==> config.mk <==
export PLATFORM = sky130hd
export DESIGN_NAME = cache_dir_top
export DESIGN_NICKNAME = d
export VERILOG_FILES = /design/src/hw/cache_dir_pkg.sv /design/src/hw/cache_req_decode.sv /design/src/hw/cache_dir_way.sv /design/src/hw/cache_victim_cyclic.sv /design/src/hw/cache_dir_resolve.sv /design/src/hw/cache_dir_top.sv
export SDC_FILE = /design/constraint.sdc
export NUM_CORES = 1
export LEC_CHECK = 0
export ABC_AREA = 1
export BUFFER_PORTS_ARGS = -buffer_cell sky130_fd_sc_hd__buf_2
export CAP_MARGIN = 20
export CORE_ASPECT_RATIO = 0.7
export CORE_MARGIN = 3
export CORE_UTILIZATION = 60
export DETAILED_ROUTE_END_ITERATION = 10
export PLACE_DENSITY = 0.77
export RECOVER_POWER = 50
export SLEW_MARGIN = 20
export SYNTH_ARGS = -nofsm -noshare
export SYNTH_HDL_FRONTEND = slang
export SYNTH_HIERARCHICAL = 1
export SYNTH_SLANG_ARGS = --single-unit
==> constraint.sdc <==
create_clock -name clk_i -period 3.55 [get_ports clk_i]
set_clock_uncertainty 0.1 [all_clocks]
set_input_delay 0.71 -clock clk_i [delete_from_list [all_inputs] [get_ports clk_i]]
set_output_delay 0.71 -clock clk_i [all_outputs]
set_load 0.005 [all_outputs]
==> src/hw/cache_dir_pkg.sv <==
/*
 * cache directory package
 * command kinds, address field geometry and the command word union
 * that is read either as an address or as a set/way maintenance target
 */
package cache_dir_pkg;

    // command word geometry
    parameter int ADDR_W      = 16;
    parameter int OFFSET_W    = 4;
    parameter int SET_W       = 3;
    parameter int TAG_W       = 9;
    parameter int WAY_FIELD_W = 3;

    // bits left over above the way field in the maintenance view
    parameter int SETWAY_PAD_W = ADDR_W - WAY_FIELD_W - SET_W - OFFSET_W;

    // lookups first, maintenance after
    typedef enum logic [1:0] {
        CMD_READ        = 2'd0,
        CMD_WRITE       = 2'd1,
        CMD_REFILL_DONE = 2'd2,
        CMD_INVAL       = 2'd3
    } cmd_kind_e;

    // one 16-bit word, two readings
    // set field lands on the same bits in both
    typedef union packed {
        // lookup view
        struct packed {
            logic [TAG_W-1:0]    tag;
            logic [SET_W-1:0]    set;
            logic [OFFSET_W-1:0] offset;
        } addr;
        // maintenance view, names one line by set and way
        struct packed {
            logic [SETWAY_PAD_W-1:0] pad_hi;
            logic [WAY_FIELD_W-1:0]  way;
            logic [SET_W-1:0]        set;
            logic [OFFSET_W-1:0]     pad_lo;
        } setway;
    } cmd_word_u;

endpackage

==> src/hw/cache_req_decode.sv <==
/*
 * command decoder
 * splits the command word into set, tag and strobes, and turns the
 * maintenance way index into a one-hot select
 */
`timescale 1ns/1ps

module cache_req_decode
    import cache_dir_pkg::*;
#(
    parameter int WAYS = 4
)
(
    input  logic             cmd_valid_i,
    input  cmd_kind_e        cmd_kind_i,
    input  cmd_word_u        cmd_word_i,

    output logic [SET_W-1:0] set_o,
    output logic [TAG_W-1:0] tag_o,
    output logic             lookup_o,
    output logic             write_o,
    output logic             refill_o,
    output logic             inval_o,
    output logic [WAYS-1:0]  maint_way_o
);

    logic is_lookup;
    logic is_maint;

    assign is_lookup = (cmd_kind_i == CMD_READ) || (cmd_kind_i == CMD_WRITE);
    assign is_maint  = (cmd_kind_i == CMD_REFILL_DONE) || (cmd_kind_i == CMD_INVAL);

    // strobes only live for a valid command
    assign lookup_o = cmd_valid_i & is_lookup;
    assign write_o  = cmd_valid_i & (cmd_kind_i == CMD_WRITE);
    assign refill_o = cmd_valid_i & (cmd_kind_i == CMD_REFILL_DONE);
    assign inval_o  = cmd_valid_i & (cmd_kind_i == CMD_INVAL);

    // pick the view that matches the kind
    always_comb
    begin
        if (is_maint)
        begin
            set_o = cmd_word_i.setway.set;
            // maintenance carries no tag
            tag_o = '0;
        end
        else
        begin
            set_o = cmd_word_i.addr.set;
            tag_o = cmd_word_i.addr.tag;
        end
    end

    // way index to one-hot
    // an index past WAYS selects nothing
    always_comb
    begin
        maint_way_o = '0;
        for (int i = 0; i < WAYS; i++)
        begin
            maint_way_o[i] = is_maint && (cmd_word_i.setway.way == WAY_FIELD_W'(i));
        end
    end

endmodule

==> src/hw/cache_dir_way.sv <==
/*
 * directory way
 * valid, dirty, fetch and tag state for every set of one way,
 * with the tag compare for the indexed set
 */
`timescale 1ns/1ps

module cache_dir_way
    import cache_dir_pkg::*;
(
    input  logic             clk_i,
    input  logic             rst_ni,

    // indexed set and lookup tag
    input  logic [SET_W-1:0] set_i,
    input  logic [TAG_W-1:0] tag_i,

    // updates from the resolver
    input  logic             alloc_i,
    input  logic             alloc_dirty_i,
    input  logic             dirty_i,

    // maintenance from the decoder
    input  logic             refill_i,
    input  logic             inval_i,
    input  logic             maint_sel_i,

    // state of the indexed set
    output logic             valid_o,
    output logic             dirty_o,
    output logic             fetch_o,
    output logic             match_o,
    output logic [TAG_W-1:0] tag_o
);

    localparam int SETS = 1 << SET_W;

    logic [SETS-1:0]  valid_q;
    logic [SETS-1:0]  dirty_q;
    logic [SETS-1:0]  fetch_q;
    logic [TAG_W-1:0] tag_q [SETS];

    // combinational read of the indexed set
    assign valid_o = valid_q[set_i];
    assign dirty_o = dirty_q[set_i];
    assign fetch_o = fetch_q[set_i];
    assign tag_o   = tag_q[set_i];

    // stale tags of invalid lines never match
    assign match_o = valid_q[set_i] && (tag_q[set_i] == tag_i);

    always_ff @(posedge clk_i or negedge rst_ni)
    begin
        if (!rst_ni)
        begin
            valid_q <= '0;
            dirty_q <= '0;
            fetch_q <= '0;
        end
        else if (maint_sel_i && inval_i)
        begin
            // invalidate drops the whole line
            valid_q[set_i] <= 1'b0;
            dirty_q[set_i] <= 1'b0;
            fetch_q[set_i] <= 1'b0;
        end
        else if (maint_sel_i && refill_i && fetch_q[set_i])
        begin
            // refill lands, line becomes usable
            fetch_q[set_i] <= 1'b0;
        end
        else if (alloc_i)
        begin
            // miss allocation, line stays busy until refill done
            valid_q[set_i] <= 1'b1;
            fetch_q[set_i] <= 1'b1;
            dirty_q[set_i] <= alloc_dirty_i;
        end
        else if (dirty_i)
        begin
            // write hit
            dirty_q[set_i] <= 1'b1;
        end
    end

    // tag array, written only on allocation
    always_ff @(posedge clk_i)
    begin
        if (alloc_i)
        begin
            tag_q[set_i] <= tag_i;
        end
    end

endmodule

==> src/hw/cache_victim_cyclic.sv <==
/*
 * cyclic victim selection
 * unused ways first, then the way under the cyclic pointer,
 * then the lowest clean way, then the lowest dirty way
 */
`timescale 1ns/1ps

module cache_victim_cyclic
#(
    parameter int WAYS = 4
)
(
    input  logic            clk_i,
    input  logic            rst_ni,

    input  logic            sel_victim_i,
    input  logic [WAYS-1:0] dir_valid_i,
    input  logic [WAYS-1:0] dir_dirty_i,
    input  logic [WAYS-1:0] dir_fetch_i,
    output logic [WAYS-1:0] victim_way_o
);

    localparam int PTR_W = (WAYS > 1) ? $clog2(WAYS) : 1;

    // lowest set bit as one-hot
    function automatic logic [WAYS-1:0] prio_1hot(input logic [WAYS-1:0] vec);
        logic [WAYS-1:0] res;
        logic            found;
        res   = '0;
        found = 1'b0;
        for (int i = 0; i < WAYS; i++)
        begin
            if (vec[i] && !found)
            begin
                res[i] = 1'b1;
                found  = 1'b1;
            end
        end
        return res;
    endfunction

    // pointer value to one-hot
    function automatic logic [WAYS-1:0] ptr_1hot(input logic [PTR_W-1:0] ptr);
        logic [WAYS-1:0] res;
        res = '0;
        for (int i = 0; i < WAYS; i++)
        begin
            res[i] = (ptr == PTR_W'(i));
        end
        return res;
    endfunction

    logic [PTR_W-1:0] cyclic_ptr_q;
    logic [WAYS-1:0]  unused_ways;
    logic [WAYS-1:0]  clean_ways;
    logic [WAYS-1:0]  dirty_ways;
    logic [WAYS-1:0]  cyclic_way;
    logic             unused_avail;
    logic             cyclic_avail;
    logic             clean_avail;
    logic             dirty_avail;

    // candidate classes, fetching ways are never victims
    assign unused_ways = ~dir_fetch_i & ~dir_valid_i;
    assign clean_ways  = ~dir_fetch_i &  dir_valid_i & ~dir_dirty_i;
    assign dirty_ways  = ~dir_fetch_i &  dir_valid_i &  dir_dirty_i;
    assign cyclic_way  = ptr_1hot(cyclic_ptr_q);

    assign unused_avail = |unused_ways;
    assign cyclic_avail = |(cyclic_way & ~dir_fetch_i & dir_valid_i);
    assign clean_avail  = |clean_ways;
    assign dirty_avail  = |dirty_ways;

    always_comb
    begin
        if (unused_avail)
            victim_way_o = prio_1hot(unused_ways);
        else if (cyclic_avail)
            victim_way_o = cyclic_way;
        else if (clean_avail)
            victim_way_o = prio_1hot(clean_ways);
        else if (dirty_avail)
            victim_way_o = prio_1hot(dirty_ways);
        else
            victim_way_o = '0;
    end

    // pointer moves only when a valid line has to go
    always_ff @(posedge clk_i or negedge rst_ni)
    begin
        if (!rst_ni)
        begin
            cyclic_ptr_q <= '0;
        end
        else if (sel_victim_i && !unused_avail)
        begin
            if (cyclic_ptr_q == PTR_W'(WAYS - 1))
                cyclic_ptr_q <= '0;
            else
                cyclic_ptr_q <= cyclic_ptr_q + 1'b1;
        end
    end

endmodule

==> src/hw/cache_dir_resolve.sv <==
/*
 * directory resolver
 * classifies lookups as hit, busy or miss, allocates a victim on a
 * miss, marks write hits dirty and registers the response
 */
`timescale 1ns/1ps

module cache_dir_resolve
    import cache_dir_pkg::*;
#(
    parameter int WAYS = 4
)
(
    input  logic                       clk_i,
    input  logic                       rst_ni,

    input  logic                       lookup_i,
    input  logic                       write_i,

    // per-way state of the indexed set
    input  logic [WAYS-1:0]            way_valid_i,
    input  logic [WAYS-1:0]            way_dirty_i,
    input  logic [WAYS-1:0]            way_fetch_i,
    input  logic [WAYS-1:0]            way_match_i,
    input  logic [WAYS-1:0][TAG_W-1:0] way_tag_i,

    // updates back to the ways
    output logic [WAYS-1:0]            alloc_way_o,
    output logic                       alloc_dirty_o,
    output logic [WAYS-1:0]            dirty_way_o,

    // registered response
    output logic                       rsp_valid_o,
    output logic                       rsp_hit_o,
    output logic                       rsp_busy_o,
    output logic [WAYS-1:0]            rsp_way_o,
    output logic                       rsp_evict_o,
    output logic [TAG_W-1:0]           rsp_evict_tag_o
);

    logic [WAYS-1:0]  hit_ways;
    logic [WAYS-1:0]  victim_way;
    logic             hit;
    logic             busy;
    logic             miss;
    logic             evict;
    logic [TAG_W-1:0] evict_tag;

    // match already implies valid
    assign hit_ways = way_match_i & ~way_fetch_i;
    assign hit      = lookup_i & (|hit_ways);

    // line in flight, or every way waiting on a refill
    assign busy = lookup_i & ((|(way_match_i & way_fetch_i)) | (~(|hit_ways) & (&way_fetch_i)));
    assign miss = lookup_i & ~hit & ~busy;

    cache_victim_cyclic #(
        .WAYS (WAYS)
    ) u_victim (
        .clk_i        (clk_i),
        .rst_ni       (rst_ni),
        .sel_victim_i (miss),
        .dir_valid_i  (way_valid_i),
        .dir_dirty_i  (way_dirty_i),
        .dir_fetch_i  (way_fetch_i),
        .victim_way_o (victim_way)
    );

    assign alloc_way_o   = miss ? victim_way : '0;
    assign alloc_dirty_o = miss & write_i;
    assign dirty_way_o   = (hit && write_i) ? hit_ways : '0;

    // dirty victim needs a writeback
    assign evict = miss & (|(victim_way & way_valid_i & way_dirty_i));

    // and-or mux of the victim's tag, zero when nothing is evicted
    always_comb
    begin
        evict_tag = '0;
        for (int i = 0; i < WAYS; i++)
        begin
            evict_tag = evict_tag | ({TAG_W{evict & victim_way[i]}} & way_tag_i[i]);
        end
    end

    always_ff @(posedge clk_i or negedge rst_ni)
    begin
        if (!rst_ni)
            rsp_valid_o <= 1'b0;
        else
            rsp_valid_o <= lookup_i;
    end

    // response payload, captured with each lookup
    always_ff @(posedge clk_i)
    begin
        if (lookup_i)
        begin
            rsp_hit_o       <= hit;
            rsp_busy_o      <= busy;
            rsp_way_o       <= hit ? hit_ways : alloc_way_o;
            rsp_evict_o     <= evict;
            rsp_evict_tag_o <= evict_tag;
        end
    end

endmodule

==> src/hw/cache_dir_top.sv <==
/*
 * cache tag directory top
 * command decoder, one directory block per way and the resolver
 */
`timescale 1ns/1ps

module cache_dir_top
    import cache_dir_pkg::*;
#(
    parameter int WAYS = 4
)
(
    input  logic             clk_i,
    input  logic             rst_ni,

    input  logic             cmd_valid_i,
    input  cmd_kind_e        cmd_kind_i,
    input  cmd_word_u        cmd_word_i,

    output logic             rsp_valid_o,
    output logic             rsp_hit_o,
    output logic             rsp_busy_o,
    output logic [WAYS-1:0]  rsp_way_o,
    output logic             rsp_evict_o,
    output logic [TAG_W-1:0] rsp_evict_tag_o
);

    // decoder outputs
    logic [SET_W-1:0]           set;
    logic [TAG_W-1:0]           tag;
    logic                       lookup;
    logic                       write;
    logic                       refill;
    logic                       inval;
    logic [WAYS-1:0]            maint_way;

    // way state toward the resolver
    logic [WAYS-1:0]            way_valid;
    logic [WAYS-1:0]            way_dirty;
    logic [WAYS-1:0]            way_fetch;
    logic [WAYS-1:0]            way_match;
    logic [WAYS-1:0][TAG_W-1:0] way_tag;

    // resolver updates toward the ways
    logic [WAYS-1:0]            alloc_way;
    logic                       alloc_dirty;
    logic [WAYS-1:0]            dirty_way;

    cache_req_decode #(
        .WAYS (WAYS)
    ) u_decode (
        .cmd_valid_i (cmd_valid_i),
        .cmd_kind_i  (cmd_kind_i),
        .cmd_word_i  (cmd_word_i),
        .set_o       (set),
        .tag_o       (tag),
        .lookup_o    (lookup),
        .write_o     (write),
        .refill_o    (refill),
        .inval_o     (inval),
        .maint_way_o (maint_way)
    );

    for (genvar i = 0; i < WAYS; i++)
    begin : g_way
        cache_dir_way u_way (
            .clk_i         (clk_i),
            .rst_ni        (rst_ni),
            .set_i         (set),
            .tag_i         (tag),
            .alloc_i       (alloc_way[i]),
            .alloc_dirty_i (alloc_dirty),
            .dirty_i       (dirty_way[i]),
            .refill_i      (refill),
            .inval_i       (inval),
            .maint_sel_i   (maint_way[i]),
            .valid_o       (way_valid[i]),
            .dirty_o       (way_dirty[i]),
            .fetch_o       (way_fetch[i]),
            .match_o       (way_match[i]),
            .tag_o         (way_tag[i])
        );
    end

    cache_dir_resolve #(
        .WAYS (WAYS)
    ) u_resolve (
        .clk_i           (clk_i),
        .rst_ni          (rst_ni),
        .lookup_i        (lookup),
        .write_i         (write),
        .way_valid_i     (way_valid),
        .way_dirty_i     (way_dirty),
        .way_fetch_i     (way_fetch),
        .way_match_i     (way_match),
        .way_tag_i       (way_tag),
        .alloc_way_o     (alloc_way),
        .alloc_dirty_o   (alloc_dirty),
        .dirty_way_o     (dirty_way),
        .rsp_valid_o     (rsp_valid_o),
        .rsp_hit_o       (rsp_hit_o),
        .rsp_busy_o      (rsp_busy_o),
        .rsp_way_o       (rsp_way_o),
        .rsp_evict_o     (rsp_evict_o),
        .rsp_evict_tag_o (rsp_evict_tag_o)
    );

endmodule

# [Word-level counts from Yosys, hierarchy flattened]
# Memory sizes are Yosys's and may differ from the RTL's.
# Index checks and enable logic that the tools add are counted.
[totals] reg_bits=115 ram_bits=288 output_inout_bits=17 elab_cells=311 memories=4
[classes] n_addsub=1 magnitude_cmp=2 eq_ne=17 n_mux=129 bitwise=64 n_reduce_logical=75
[memory_table] memory="g_way[0].u_way.tag_q" words=8 word_bits=9 read_ports=1 rd_clocked_by_memory_dff=0 write_ports=1 line="cache_dir_way.sv:41" source="logic [TAG_W-1:0] tag_q [SETS];"
[memory_table] memory="g_way[1].u_way.tag_q" words=8 word_bits=9 read_ports=1 rd_clocked_by_memory_dff=0 write_ports=1 line="cache_dir_way.sv:41"
[memory_table] memory="g_way[2].u_way.tag_q" words=8 word_bits=9 read_ports=1 rd_clocked_by_memory_dff=0 write_ports=1 line="cache_dir_way.sv:41"
[memory_table] memory="g_way[3].u_way.tag_q" words=8 word_bits=9 read_ports=1 rd_clocked_by_memory_dff=0 write_ports=1 line="cache_dir_way.sv:41"
[ops] op="two-way mux 8 bit" count=40
[ops] op="AND 8 bit" count=12
[ops] op="bitwise OR 8 bit" count=12
[ops] op="two-way mux 1 bit" count=63
[ops] op="AND 4 bit" count=10
[ops] op="AND 9 bit" count=4
[ops] op="binary-select mux 1 bit (select 3 bit)" count=12
[ops] op="equality test 9 bit" count=4
[ops] op="bitwise mux 8 bit" count=4
[ops] op="logical AND 1 bit" count=32
[ops] op="two-way mux 4 bit" count=7
[ops] op="OR reduction 4 bit" count=7
[ops] op="bitwise OR 9 bit" count=3
[ops] op="nonzero test 3 bit" count=8
[ops] op="AND reduction 2 bit" count=8
[ops] op="AND 1 bit" count=15
[ops] op="inverter 4 bit" count=3
[ops] op="zero test 1 bit" count=10
[ops] op="two-way mux 9 bit" count=1
[ops] op="equality test 2 bit (second input constant)" count=4
[ops] op="inequality test 2 x 1 -> 1 bit (second input constant)" count=4
[ops] op="inverter 8 bit" count=1
[ops] op="nonzero test 2 bit" count=4
[ops] op="equality test 3 x 2 -> 1 bit (second input constant)" count=2
[ops] op="13 further kinds" count=18

# [Longest topological paths before layout]
# Gate-level depths: netlist (run 1).
[logic_depth] depth_word=40 ltp_mapped=33 mapped_depth_nobuf=26

# [Modules after synthesis]
# The synthesis (run 1) kept the hierarchy.
[by_module_without_submodules] mod="cache_dir_way (g_way[0].u_way)" instances=1 cells_each=572 area_each_um2=4895.9 seq_area_each_um2=2762.6
[by_module_without_submodules] mod="cache_dir_way (g_way[2].u_way)" instances=1 cells_each=567 area_each_um2=4888.4 seq_area_each_um2=2762.6
[by_module_without_submodules] mod="cache_dir_way (g_way[1].u_way)" instances=1 cells_each=574 area_each_um2=4822.1 seq_area_each_um2=2762.6
[by_module_without_submodules] mod="cache_dir_way (g_way[3].u_way)" instances=1 cells_each=574 area_each_um2=4817.1 seq_area_each_um2=2762.6
[by_module_without_submodules] mod="cache_dir_resolve" instances=1 cells_each=158 area_each_um2=1327.5 seq_area_each_um2=505.5
[by_module_without_submodules] mod="cache_victim_cyclic" instances=1 cells_each=94 area_each_um2=485.5 seq_area_each_um2=50.0
[by_module_without_submodules] mod="cache_req_decode" instances=1 cells_each=38 area_each_um2=173.9 seq_area_each_um2=0.0

# [Worst setup path before layout (run 1)]
# OpenSTA, ideal clock, no wires.
[synth_timing] path_type="input to register" from="input port cmd_kind_i[1]" to="memory g_way[2].u_way.tag_q[0][0] (enable)" setup_ps=377 t_arrival_ps=4065 t_required_ps=3073 slack_ps=-992 path_stages=19 cell_sequence="buf_6 -> nor2_1 -> nand3_1 -> nand2_1 -> nor2_1 -> nand3_1 -> nor2_1 -> nand2_1 -> nand2_1 -> nor2_1 -> nand2_2 -> nor2_8 -> buf_6 -> nand2_1 -> inv_1 -> buf_2 -> inv_1 -> buf_1 -> nor2_1"
[synth_via] elab_chain_len=16 word_cells_on_any_way=32 classes_between="7 x eq/ne; 4 x mux; 12 x bitwise; 9 x reduce/logical"
[synth_rtl] element="start, declared" line="cache_dir_top.sv:17" source="input cmd_kind_e cmd_kind_i,"
[synth_rtl] element="equality test 2 bit" line="cache_req_decode.sv:31" source="assign is_maint = (cmd_kind_i == CMD_REFILL_DONE) || (cmd_kind_i == CMD_INVAL);"
[synth_rtl] element="logical OR 1 bit *" line="cache_req_decode.sv:31"
[synth_rtl] element="two-way mux 9 bit *" line="cache_req_decode.sv:42" source="if (is_maint)"
[synth_rtl] element="named net tag[7]" line="cache_dir_top.sv:30" source="logic [TAG_W-1:0] tag;"
[synth_rtl] element="equality test 9 bit *" line="cache_dir_way.sv:50" source="assign match_o = valid_q[set_i] && (tag_q[set_i] == tag_i);"
[synth_rtl] element="logical AND 1 bit *" line="cache_dir_way.sv:50"
[synth_rtl] element="named net way_match[1]" line="cache_dir_top.sv:41" source="logic [WAYS-1:0] way_match;"
[synth_rtl] element="AND 4 bit" line="cache_dir_resolve.sv:50" source="assign hit_ways = way_match_i & ~way_fetch_i;"
[synth_rtl] element="[... 4 more ...]"
[synth_rtl] element="AND 1 bit" line="cache_dir_resolve.sv:54" source="assign busy = lookup_i & ((|(way_match_i & way_fetch_i)) | (~(|hit_ways) & (&way_fetch_i)));"
[synth_rtl] element="inverter 1 bit" line="cache_dir_resolve.sv:55" source="assign miss = lookup_i & ~hit & ~busy;"
[synth_rtl] element="AND 1 bit *" line="cache_dir_resolve.sv:55"
[synth_rtl] element="named net u_resolve.miss" line="cache_dir_resolve.sv:45" source="logic miss;"
[synth_rtl] element="two-way mux 4 bit *" line="cache_dir_resolve.sv:69" source="assign alloc_way_o = miss ? victim_way : '0;"
[synth_rtl] element="named net alloc_way[2]" line="cache_dir_top.sv:45" source="logic [WAYS-1:0] alloc_way;"
[synth_rtl] element="two-way mux 1 bit *" line="cache_dir_way.sv:89" source="if (alloc_i)"
[synth_rtl] element="two-way mux 1 bit (implied by the code) *" line="cache_dir_way.sv:91" source="tag_q[set_i] <= tag_i;"
[synth_rtl] element="end, declared" line="cache_dir_way.sv:41"
# Mark *: on every way through the listed nets, which the timed path passes. The rest lies on a longest branch.

==> results of run 1 <==
[cells by family (layout without fill, tap and decap cells)]
logic type | after synthesis | count (layout) | synth area share, %
fa+ha+maj | 4 | 4 | 0.2338
flops | 403 | 403 | 54.21
compound gates | 99 | 99 | 3.010
buf+inv | 283 | 616 | 6.709
simple gates | 1788 | 1789 | 35.84
[worst min-delay path by stage]
| stage | end |
|---|---|
| 2_1_floorplan | asynchronous set/reset pin |
| 3_3_place_gp | flip-flop |
| 3_5_place_dp | flip-flop |
| 4_1_cts | g_way[0].u_way/dirty_q[0]$_DFFE_PN0P_ |
| 5_1_grt | flip-flop |
| 6_report | flip-flop |
[cells in the mapped netlist, types with 20 or more instances]
master	n	area (um2)
buf_6	32	360.4
nand2_1	1287	4831
buf_2	35	175.2
inv_1	131	491.7
nor2_1	129	484.2
edfxtp_1	304	9129
dfrtp_1	99	2477
o21ai_0	30	150.1
inv_2	31	116.4
a21oi_1	20	100.1
nand4_1	80	500.5
a2bb2oi_1	20	175.2
clkbuf_1	25	93.84
nand3_1	205	1026
[per-stage QoR]
step | TNS (ns) | instances | utilization (%) | setup WS [ns] | total power, uW
2_1_floorplan | -20.67 | 2577 | - | -0.1123 | 7789
3_3_place_gp | -139.56 | 3298 | 71.88 | -0.4669 | 8730
3_5_place_dp | -157.47 | 3298 | 71.88 | -0.5169 | 8855
4_1_cts | 0 | 3369 | 75.54 | 0.01904 | 13030
5_1_grt | -0.3140 | 3383 | 75.97 | -0.06061 | 13690
6_report | 0 | 3383 | 75.97 | 0.09590 | 13110
[worst min-delay path, cell delays in order (launching register included)]
cell and delay [ns]:
dfrtp_1 0.34, nand2_1 0.05, nand2_1 0.05
[power by group through the flow]
stage	clock network, uW	registers [uW]	logic (uW)
2_1_floorplan	0	5870	1920
3_3_place_gp	0	5940	2790
3_5_place_dp	0	5960	2900
4_1_cts	4230	5870	2930
5_1_grt	4420	5940	3340
6_report	4190	5890	3020
[metal layers]
layer  vias to the layer above  GRT usage (%)
li1                       9018              -
met4                         0          11.03
met2                      1109          51.04
met5                         -              0
met3                       153          5.947
met1                      9141          46.44
[final cells by class]
cell class | count | area (um2) | share of cell area, %
clock inverters | 24 | 225.2 | 0.8483
well taps | 472 | 590.6 | 2.225
flip-flops and latches | 403 | 11610 | 43.72
clock buffers | 47 | 1049 | 3.949
inverters | 164 | 660.6 | 2.488
multi-input cells | 1892 | 8792 | 33.12
repair buffers | 381 | 3625 | 13.65
[timing repair]
item / 4_1_cts / 5_1_grt
cloned: 0 / 5
setup endpoints to repair: 3 / 390
pin swaps: 0 / 10
setup buffers: 0 / 9
resized for setup: 1 / 54
[layout by cell type (no fill, tap or decap), drive strengths merged, types with 10 or more instances in the layout]
| cell type | instances |
|---|---|
| clkbuf | 91 |
| o31ai | 16 |
| dfrtp | 99 |
| nand3 | 219 |
| clkinvlp | 10 |
| nor2 | 149 |
| inv | 162 |
| edfxtp | 304 |
| clkinv | 13 |
| a21oi | 21 |
| o21ai | 31 |
| nand4 | 81 |
| nor3 | 11 |
| buf | 337 |
| nand2 | 1320 |
| a2bb2oi | 20 |
==> results.yml, run 1 <==
outcome:
  outcome: "complete, but fails checks"
  violations: "capacitance limit, slew limit"
grt:
  globalRouteOverflowTotal: 0
  grt_max_degree: 54
  grt_first_pass_wirelength_um: 96810
  grt_pass1_vias: 18200
  grt_usage_pct: 32.62
  antenna_found_initial: 0
logic_synthesis:
  yosysWarnings: 6
  ys_seq_area_share_pct: 54.21
  syn_avg_cell_area_um2: 8.308
  yosysUniqueCellTypes: 43
  syn_nets: 2602
  async_flop_share_pct: 24.57
  synth_edf_count: 304
  ys.flop_type: "edfxtp_1"
  netlist_area_mm2: 0.02141
  syn_inst: 2577
  ys_ff_latch: 403
critical_path:
  r2r-start: "g_way[3].u_way/tag_q[5][3]$_DFFE_PP_"
  reg2reg_to: "g_way[0].u_way/dirty_q[5]$_DFFE_PN0P_"
  critPathRequiredTime_ns: 3.93
  worstSetupStartpointType: "input pin"
  cp_slowest_cell: "buf_12"
  regToRegSetupSlack_ns: 0.27
  worstPathBufferInverterCount: 8
  crit_end: "g_way[0].u_way/dirty_q[5]$_DFFE_PN0P_"
  timing_worst_setup_path_type: "in -> reg"
  crit_top_cell: "nand2_1"
  max_stage_delay_ns: 0.20
  cp.arrival_ns: 3.83
  critPathLaunch: "cmd_word_i[6]"
  cp_num_cells: 26
  r2r_cells: 25
  crit_path_end_kind: "flip-flop"
  path_max_fanout: 18
  cpLargestDelayFamily: "simple AND/OR/NAND/NOR gates"
floorplanning:
  placeableCoreArea_mm2: 0.03495
  die_h_um: 164.0
  start_util_pct: 61.27
  dieArea_mm2: 0.03802
  rows: 57
  ios: 38
  die_x_um: 231.8
flow_run:
  drv_cap: 1
timing:
  maxSlewHeadroom_pct: -89.48
  post-route-period-util_pct: 97.30
  hold-worst-slack_ns: 0.3749
  setup_violations: 0
  max_freq_ghz: 0.2895
  drv_slew: 47
  hold_viol: 0
  fin_crit_ns: 3.454
  rsz0062_at_grt: "yes"
  tightest_slew_ns: 2.842
routing:
  avgViaCountPerCell: 5.741
  routed-via-count: 19420
  drtIter0Drc: 2208
  wl_met2_um: 28470
  dr.pass1.iters: 6
  wl_per_cell_um: 18.74
  ant_nets: 0
  wl_met1_um: 25550
  wl_met3_um: 7334
  dr.max_layer_used: "met4"
  drc_errors: 0
  wl_um: 63400
clock_tree:
  cts_hold_buf: 0
  clock_path_buffers: 3
  htree_levels: 2
  cts_sinks: 403
  cts_root_buffer: "clkbuf_16"
  cts_tree: "built"
  cts.clk_slew.worst_paths_ns: 0.06
  clock_latency_ns: 0.54
  numCtsBuffers: 40
layout:
  post-route-cell-area_mm2: 0.02655
  fillers: 2341
  drive_gt1_share_pct: 20.10
  antenna_cells: 0
  nets: 2907
  area_growth_pct: 24.00
min_path:
  hold_path_class: "reg -> reg"
  whs_path_depth: 2
power_and_ir_drop:
  ir_drop_v: 0.0004877
  clkPwrFrac_pct: 32.0
  p_per_area_mw_per_mm2: 493.8
  p_int_uw: 9107
  seq_power_share_pct: 44.9
  power_leakage_uw: 0.01233
  netSwitchingFraction_pct: 30.54
  power_switching_uw: 4003
  pwr-share-comb_pct: 23.1
placement:
  place_area_mm2: 0.02512
  place_hpwl_um: 42850
  portBuffers: 33
  gp_congestion: 0.9744
(Power assumes the default switching activity.)
==> run 2: changes to the inputs <==
--- a/config.mk
+++ b/config.mk
@@ -17,5 +17,4 @@
 export SLEW_MARGIN = 20
 export SYNTH_ARGS = -nofsm -noshare
 export SYNTH_HDL_FRONTEND = slang
-export SYNTH_HIERARCHICAL = 1
 export SYNTH_SLANG_ARGS = --single-unit
==> results.yml, run 2 <==
outcome:
  outcome: "complete, but fails checks"
  violations: "capacitance limit, slew limit"
logic_synthesis:
  netlist_top_cells_area: "edfxtp_1, nand2_1, dfrtp_1, inv_1, nand3_1"
  yosysTopAreaCellShare_pct: 43.94
  syn_avg_cell_area_um2: 8.284
  synth_common_cells: "nand2_1, inv_1, edfxtp_1"
  ys.flop_type: "edfxtp_1"
  yosysMostFrequentCell: "nand2_1"
  syn_inst: 2508
  yosysWarnings: 0
  netlist_area_mm2: 0.02078
  ys_seq_area_share_pct: 55.86
  async_flop_share_pct: 24.57
  syn_nets: 2533
  yosysUniqueCellTypes: 36
  synth.largest_area_cell: "edfxtp_1"
  ys_ff_latch: 403
  synth_edf_count: 304
timing:
  tightest_slew_ns: 1.533
  hold-worst-slack_ns: 0.3792
  maxSlewHeadroom_pct: -2.208
  drv_slew: 58
  hold_viol: 0
  fin_crit_ns: 3.440
  rsz0062_at_grt: "yes"
  max_freq_ghz: 0.2907
  post-route-period-util_pct: 96.91
  setup_violations: 0
floorplanning:
  ios: 38
  rows: 56
  start_util_pct: 61.39
  die_x_um: 228.4
  dieArea_mm2: 0.03693
  placeableCoreArea_mm2: 0.03384
  die_h_um: 161.7
placement:
  portBuffers: 33
  gp_congestion: 1.012
  place_hpwl_um: 44540
layout:
  antenna_cells: 0
  area_growth_pct: 21.28
  drive_gt1_share_pct: 16.23
  final_common_cell: "nand2_1"
  mostFrequentLayoutCells: "nand2_1, inv_1, edfxtp_1"
  nets: 2811
critical_path:
  regToRegSetupSlack_ns: 0.40
  worstSetupStartpointType: "input pin"
  timing_worst_setup_path_type: "in -> reg"
  critPathRequiredTime_ns: 3.89
  r2r_cells: 21
  crit_chain: "buf_6 -> inv_6 -> buf_12 -> buf_4 -> o21ai_1 -> nand4_1 -> nand2_1 -> nand2_1 -> nor2_1 -> nand2_1 -> nor2_1 -> nand3_1 -> nand2_1 -> nor3_4 -> nand2_8 -> nor2_4 -> buf_4 -> buf_12 -> nand2_2 -> clkinv_4 -> o21a_1"
  path_max_fanout: 14
  crit_path_end_kind: "flip-flop"
  critPathLaunch: "cmd_word_i[4]"
  cp.arrival_ns: 3.78
  max_stage_delay_ns: 0.29
  cp_slowest_cell: "nor2_1"
  crit_top_cell: "nand2_1"
clock_tree:
  cts_root_buffer: "clkbuf_16"
  htree_levels: 2
  cts.clk_slew.worst_paths_ns: 0.06
  clock_path_buffers: 3
  cts_tree: "built"
  cts_hold_buf: 0
  cts_sinks: 403
  numCtsBuffers: 40
  clock_latency_ns: 0.55
routing:
  drtIter0Drc: 2621
  routed-via-count: 18350
  avgViaCountPerCell: 5.593
  drc_errors: 0
  dr.pass1.iters: 7
  wl_per_cell_um: 19.18
  ant_nets: 0
  wl_um: 62900
grt:
  grt_max_degree: 58
  antenna_found_initial: 0
  grt_pass1_vias: 17140
  globalRouteOverflowTotal: 0
  grt_usage_pct: 33.90
  grt_first_pass_wirelength_um: 95990
power_and_ir_drop:
  ir_drop_v: 0.0003838
  power_leakage_uw: 0.01234
  p_total_uw: 12120
  p_per_area_mw_per_mm2: 481.1
min_path:
  hold_path_class: "reg -> reg"
  whs_path_depth: 2
flow_run:
  drv_cap: 1
[run 2: cell count changes in the layout (fill, tap and decap cells not counted), sizes merged, moves of 31 or more]
| cell | before | now |
|---|---|---|
| a22oi | 3 | 44 |
| nand4 | 81 | 11 |
| o21ai | 31 | 92 |
| inv | 162 | 364 |
| nand2 | 1320 | 1093 |
| o211ai | 0 | 34 |
| nor2 | 149 | 118 |
[run 2: kinds of logic (layout without fill, tap and decap cells)]
| group | Yosys count | in the layout | share of synthesized area (%) |
|---|---|---|---|
| AO/OA/AOI/OAI | 198 | 198 | 5.883 |
| flip-flops | 403 | 403 | 55.86 |
| adder cells (fa/ha/maj) | 4 | 4 | 0.2409 |
| buffers and inverters | 472 | 780 | 9.828 |
| AND/OR/NAND/NOR | 1431 | 1431 | 28.19 |
[run 2: critical path, delay by kind of cell]
kind	cells	cell delay, ns
buffers and inverters	7	0.96
AND/OR/NAND/NOR	12	1.70
AO/OA/AOI/OAI	2	0.40
[run 2: final cells by class]
cell class	count	area [um2]
Sequential cell	403	11610
Clock buffer	52	1056
Timing Repair Buffer	340	3177
Multi-Input combinational cell	1633	7162
Tap cell	464	580.6
Inverter	367	1388
Timing Repair inverter	1	8.758
Clock inverter	20	221.5
Fill cell	2430	8643
[run 2: timing repair]
| action | CTS | global route |
|---|---|---|
| buffers inserted | 0 | 6 |
| resized for setup | 0 | 23 |
| setup endpoints to repair | 0 | 306 |
| endpoints found under the hold margin | 0 | 0 |
[run 2: metrics by stage]
step,utilization (%),cells,worst slack (ns),setup TNS (ns),area (um2)
final,74.46,3280,0.1097,0,25200
after global routing,74.46,3280,-0.01312,-0.07792,25200
after CTS,74.09,3272,0.1329,0,25070
after detailed placement,70.31,3200,-0.3914,-120.82,23800
after global placement,70.31,3200,-0.3724,-109.73,23800
after floorplan,-,2508,0.1617,0,20780
[run 2: worst max path at each step]
stage / to / slack [ns] / cells after the start
floorplan: g_way[3].u_way.tag_q[7][0]$_DFFE_PP_ / 0.16 / 15
CTS: g_way[0].u_way.tag_q[7][7]$_DFFE_PP_ / 0.13 / 23
global route: g_way[1].u_way.tag_q[6][3]$_DFFE_PP_ / -0.01 / 24
finish: flip-flop / 0.11 / 21
global placement: g_way[1].u_way.tag_q[7][3]$_DFFE_PP_ / -0.37 / 21
detailed placement: g_way[1].u_way.tag_q[7][3]$_DFFE_PP_ / -0.39 / 19
[run 2: layer usage]
| layer | global-route usage, % | share of wire, % | up-vias |
|---|---|---|---|
| li1 | - | - | 8518 |
| met1 | 50.05 | 41 | 8500 |
| met2 | 49.50 | 42 | 1158 |
| met3 | 8.520 | 13 | 169 |
| met4 | 11.30 | 3.5 | 0 |
| met5 | 0 | 0 | - |
[run 2: power breakdown]
group	internal, uW	total (uW)	switching (uW)
sequential	5380	5590	201
combinational	898	2370	1470
clock	2350	4170	1820
total	8630	12100	3490
==> run 3: changes to the inputs <==
--- a/config.mk
+++ b/config.mk
@@ -5,7 +5,6 @@
 export SDC_FILE = /design/constraint.sdc
 export NUM_CORES = 1
 export LEC_CHECK = 0
-export ABC_AREA = 1
 export BUFFER_PORTS_ARGS = -buffer_cell sky130_fd_sc_hd__buf_2
 export CAP_MARGIN = 20
 export CORE_ASPECT_RATIO = 0.7
==> results.yml, run 3 <==
outcome:
  outcome: "complete, but fails checks"
  violations: "capacitance limit, slew limit, setup timing"
layout:
  drive_gt1_share_pct: 41.99
  area_growth_pct: 33.69
  final_common_cell: "edfxtp_1"
  mostFrequentLayoutCells: "edfxtp_1, buf_4, dfrtp_1"
  nets: 1637
  finalNonFillerCells: 2020
  fillers: 1490
critical_path:
  worstSetupStartpointType: "flip-flop"
  crit_path_end_kind: "flip-flop"
  regToRegSetupSlack_ns: -0.33
  timing_worst_setup_path_type: "reg -> reg"
  cp.arrival_ns: 4.21
  r2r-start: "g_way[2].u_way.tag_q[4][7]$_DFFE_PP_"
  critPathRequiredTime_ns: 3.88
  path_max_fanout: 7
  r2r_cells: 14
power_and_ir_drop:
  p_total_uw: 13090
  p_per_area_mw_per_mm2: 546.0
  ir_drop_v: 0.0004820
  power_leakage_uw: 0.009011
logic_synthesis:
  syn_avg_cell_area_um2: 14.40
  netlist_area_mm2: 0.01793
  synthAdderAreaFrac_pct: 0.2791
  synth_common_cells: "edfxtp_1, dfrtp_1, nor2_1"
  synth_compound_area_share_pct: 11.35
  yosysTopAreaCellShare_pct: 50.90
  ys_ff_latch: 403
  syn_inst: 1245
  synth_edf_count: 304
  ys_seq_area_share_pct: 64.72
  ys.flop_type: "edfxtp_1"
  yosys.area_share.simple_pct: 7.800
  netlist_top_cells_area: "edfxtp_1, dfrtp_1, mux2_2, mux4_2, mux2i_1"
  synth_xor_area_share_pct: 1.172
  yosysMostFrequentCell: "edfxtp_1"
  yosysWarnings: 0
  synth_top_family_by_area: "multiplexers"
  syn_nets: 1270
  yosysUniqueCellTypes: 79
  async_flop_share_pct: 24.57
  synth_mux_area_share_pct: 11.60
  synth.largest_area_cell: "edfxtp_1"
clock_tree:
  clock_latency_ns: 0.57
  htree_levels: 2
  numCtsBuffers: 38
  cts_sinks: 403
  cts_root_buffer: "clkbuf_16"
  cts_tree: "built"
  clock_path_buffers: 3
  cts_hold_buf: 0
  cts.clk_slew.worst_paths_ns: 0.07
grt:
  antenna_found_initial: 0
  grt_max_degree: 52
  globalRouteOverflowTotal: 0
  grt_first_pass_wirelength_um: 86810
  grt_pass1_vias: 13480
  grt_usage_pct: 37.48
timing:
  hold_viol: 0
  setup_ws_ns: -0.3313
  drv_slew: 50
  max_freq_ghz: 0.2576
  hold-worst-slack_ns: 0.3940
  maxSlewHeadroom_pct: -81.65
  post-route-period-util_pct: 109.3
  setup_violations: 399
  tightest_slew_ns: 2.725
  tns_ns: -85.69
  rsz0062_at_grt: "yes"
  fin_crit_ns: 3.881
placement:
  place_hpwl_um: 39460
  portBuffers: 33
  dp_cells: 1890
  gp_congestion: 1.017
routing:
  dr.max_layer_used: "met4"
  wl_um: 62530
  routed-via-count: 13990
  wl_met2_um: 27080
  dr.pass1.iters: 6
  drc_errors: 0
  wl_per_cell_um: 30.96
  drtIter0Drc: 2037
  avgViaCountPerCell: 6.924
  ant_nets: 0
  wl_met1_um: 23120
  wl_met3_um: 9062
min_path:
  whs_path_depth: 1
  hold_end: "g_way[0].u_way.dirty_q[1]$_DFFE_PN0P_"
  holdCritStartpoint: "g_way[0].u_way.dirty_q[1]$_DFFE_PN0P_"
  hold_path_class: "reg -> reg"
floorplanning:
  die_x_um: 212.6
  ios: 38
  rows: 52
  dieArea_mm2: 0.03203
  die_h_um: 150.6
  start_util_pct: 61.53
  placeableCoreArea_mm2: 0.02915
flow_run:
  drv_cap: 1
[run 3: cell count changes in the layout (fill, tap and decap cells not counted), moves of 26 or more]
cell | before | now
inv_1 | 345 | 27
mux2i_1 | 0 | 61
o211ai_1 | 34 | 4
buf_6 | 4 | 47
o22ai_1 | 0 | 27
nand2_2 | 27 | 1
nand2_1 | 1065 | 53
mux2_2 | 0 | 59
nand3_1 | 189 | 12
mux4_2 | 0 | 30
nor2_1 | 103 | 40
nor2_4 | 1 | 36
o22a_1 | 0 | 39
[run 3: timing repair]
item | CTS | global route
pin swaps | 30 | 37
hold endpoints to repair | 0 | 0
resized for setup | 91 | 67
cloned | 6 | 7
setup buffers | 30 | 22
setup endpoints to repair | 399 | 395
[run 3: worst max-delay path, cell delays in order (launching register included)]
cell	delay (ns)
edfxtp_1	0.43
mux2_4	0.31
a221o_1	0.37
a222oi_1	0.43
buf_4	0.24
xor2_4	0.17
nand3_2	0.11
or4_4	0.47
and4_4	0.21
buf_6	0.12
nand4_4	0.17
buf_12	0.19
nor2_4	0.06
buf_6	0.15
o22a_1	0.19
[run 3: cell type report]
cell class                 count  area (um2)  area share (%)
antenna                        1       2.502         0.01044
tap                          378       473.0           1.973
sequential                   403       11610           48.41
clock buffer                  49        1032           4.305
multi-input combinational    737        6778           28.27
clock inverter                20       181.4          0.7567
inverter                      31       120.1          0.5010
timing repair buffer         401        3782           15.78
[run 3: worst max-delay path by stage]
| stage | from | to | slack, ns | depth (start not counted) |
|---|---|---|---|---|
| after floorplan | cmd_word_i[4] | u_resolve.rsp_evict_tag_o[7]$_DFFE_PP_ | -0.38 | 13 |
| after global placement | cmd_word_i[4] | u_resolve.rsp_evict_tag_o[7]$_DFFE_PP_ | -1.06 | 13 |
| after detailed placement | cmd_word_i[4] | u_resolve.rsp_evict_tag_o[7]$_DFFE_PP_ | -1.01 | 13 |
| after CTS | cmd_word_i[4] | g_way[3].u_way.tag_q[3][3]$_DFFE_PP_ | -0.10 | 15 |
| after global routing | g_way[2].u_way.tag_q[4][7]$_DFFE_PP_ | u_resolve.rsp_evict_tag_o[6]$_DFFE_PP_ | -0.40 | 13 |
| final | g_way[2].u_way.tag_q[4][7]$_DFFE_PP_ | flip-flop | -0.33 | 14 |
[run 3: power by group]
| group | leakage (uW) | switching [uW] | internal (uW) |
|---|---|---|---|
| Sequential | 0.00403 | 277 | 5520 |
| Clock | 0.000602 | 1840 | 2220 |
| Combinational | 0.00438 | 1650 | 1570 |
[run 3: logic make-up after synthesis]
| kind of cell | after synthesis |
|---|---|
| and+or+nand+nor | 265 |
| adders and majority gates | 4 |
| muxes | 161 |
| DFF | 403 |
| AOI/OAI and AO/OA | 278 |
| buffers and inverters | 110 |
| xor gates and xnor gates | 24 |
[run 3: layer usage]
layer  vias up  GRT usage (%)
met2      1205          54.30
met3       281          12.10
met5         -              0
met4         0          16.32
li1       5635              -
met1      6865          52.56
[run 3: metrics by stage]
step	util [%]	worst slack [ns]	area (um2)
after floorplan	-	-0.3795	18540
after global placement	73.40	-1.060	21390
after detailed placement	73.40	-1.007	21390
after CTS	80.43	-0.1036	23440
after global routing	82.25	-0.4009	23970
final	82.25	-0.3313	23980
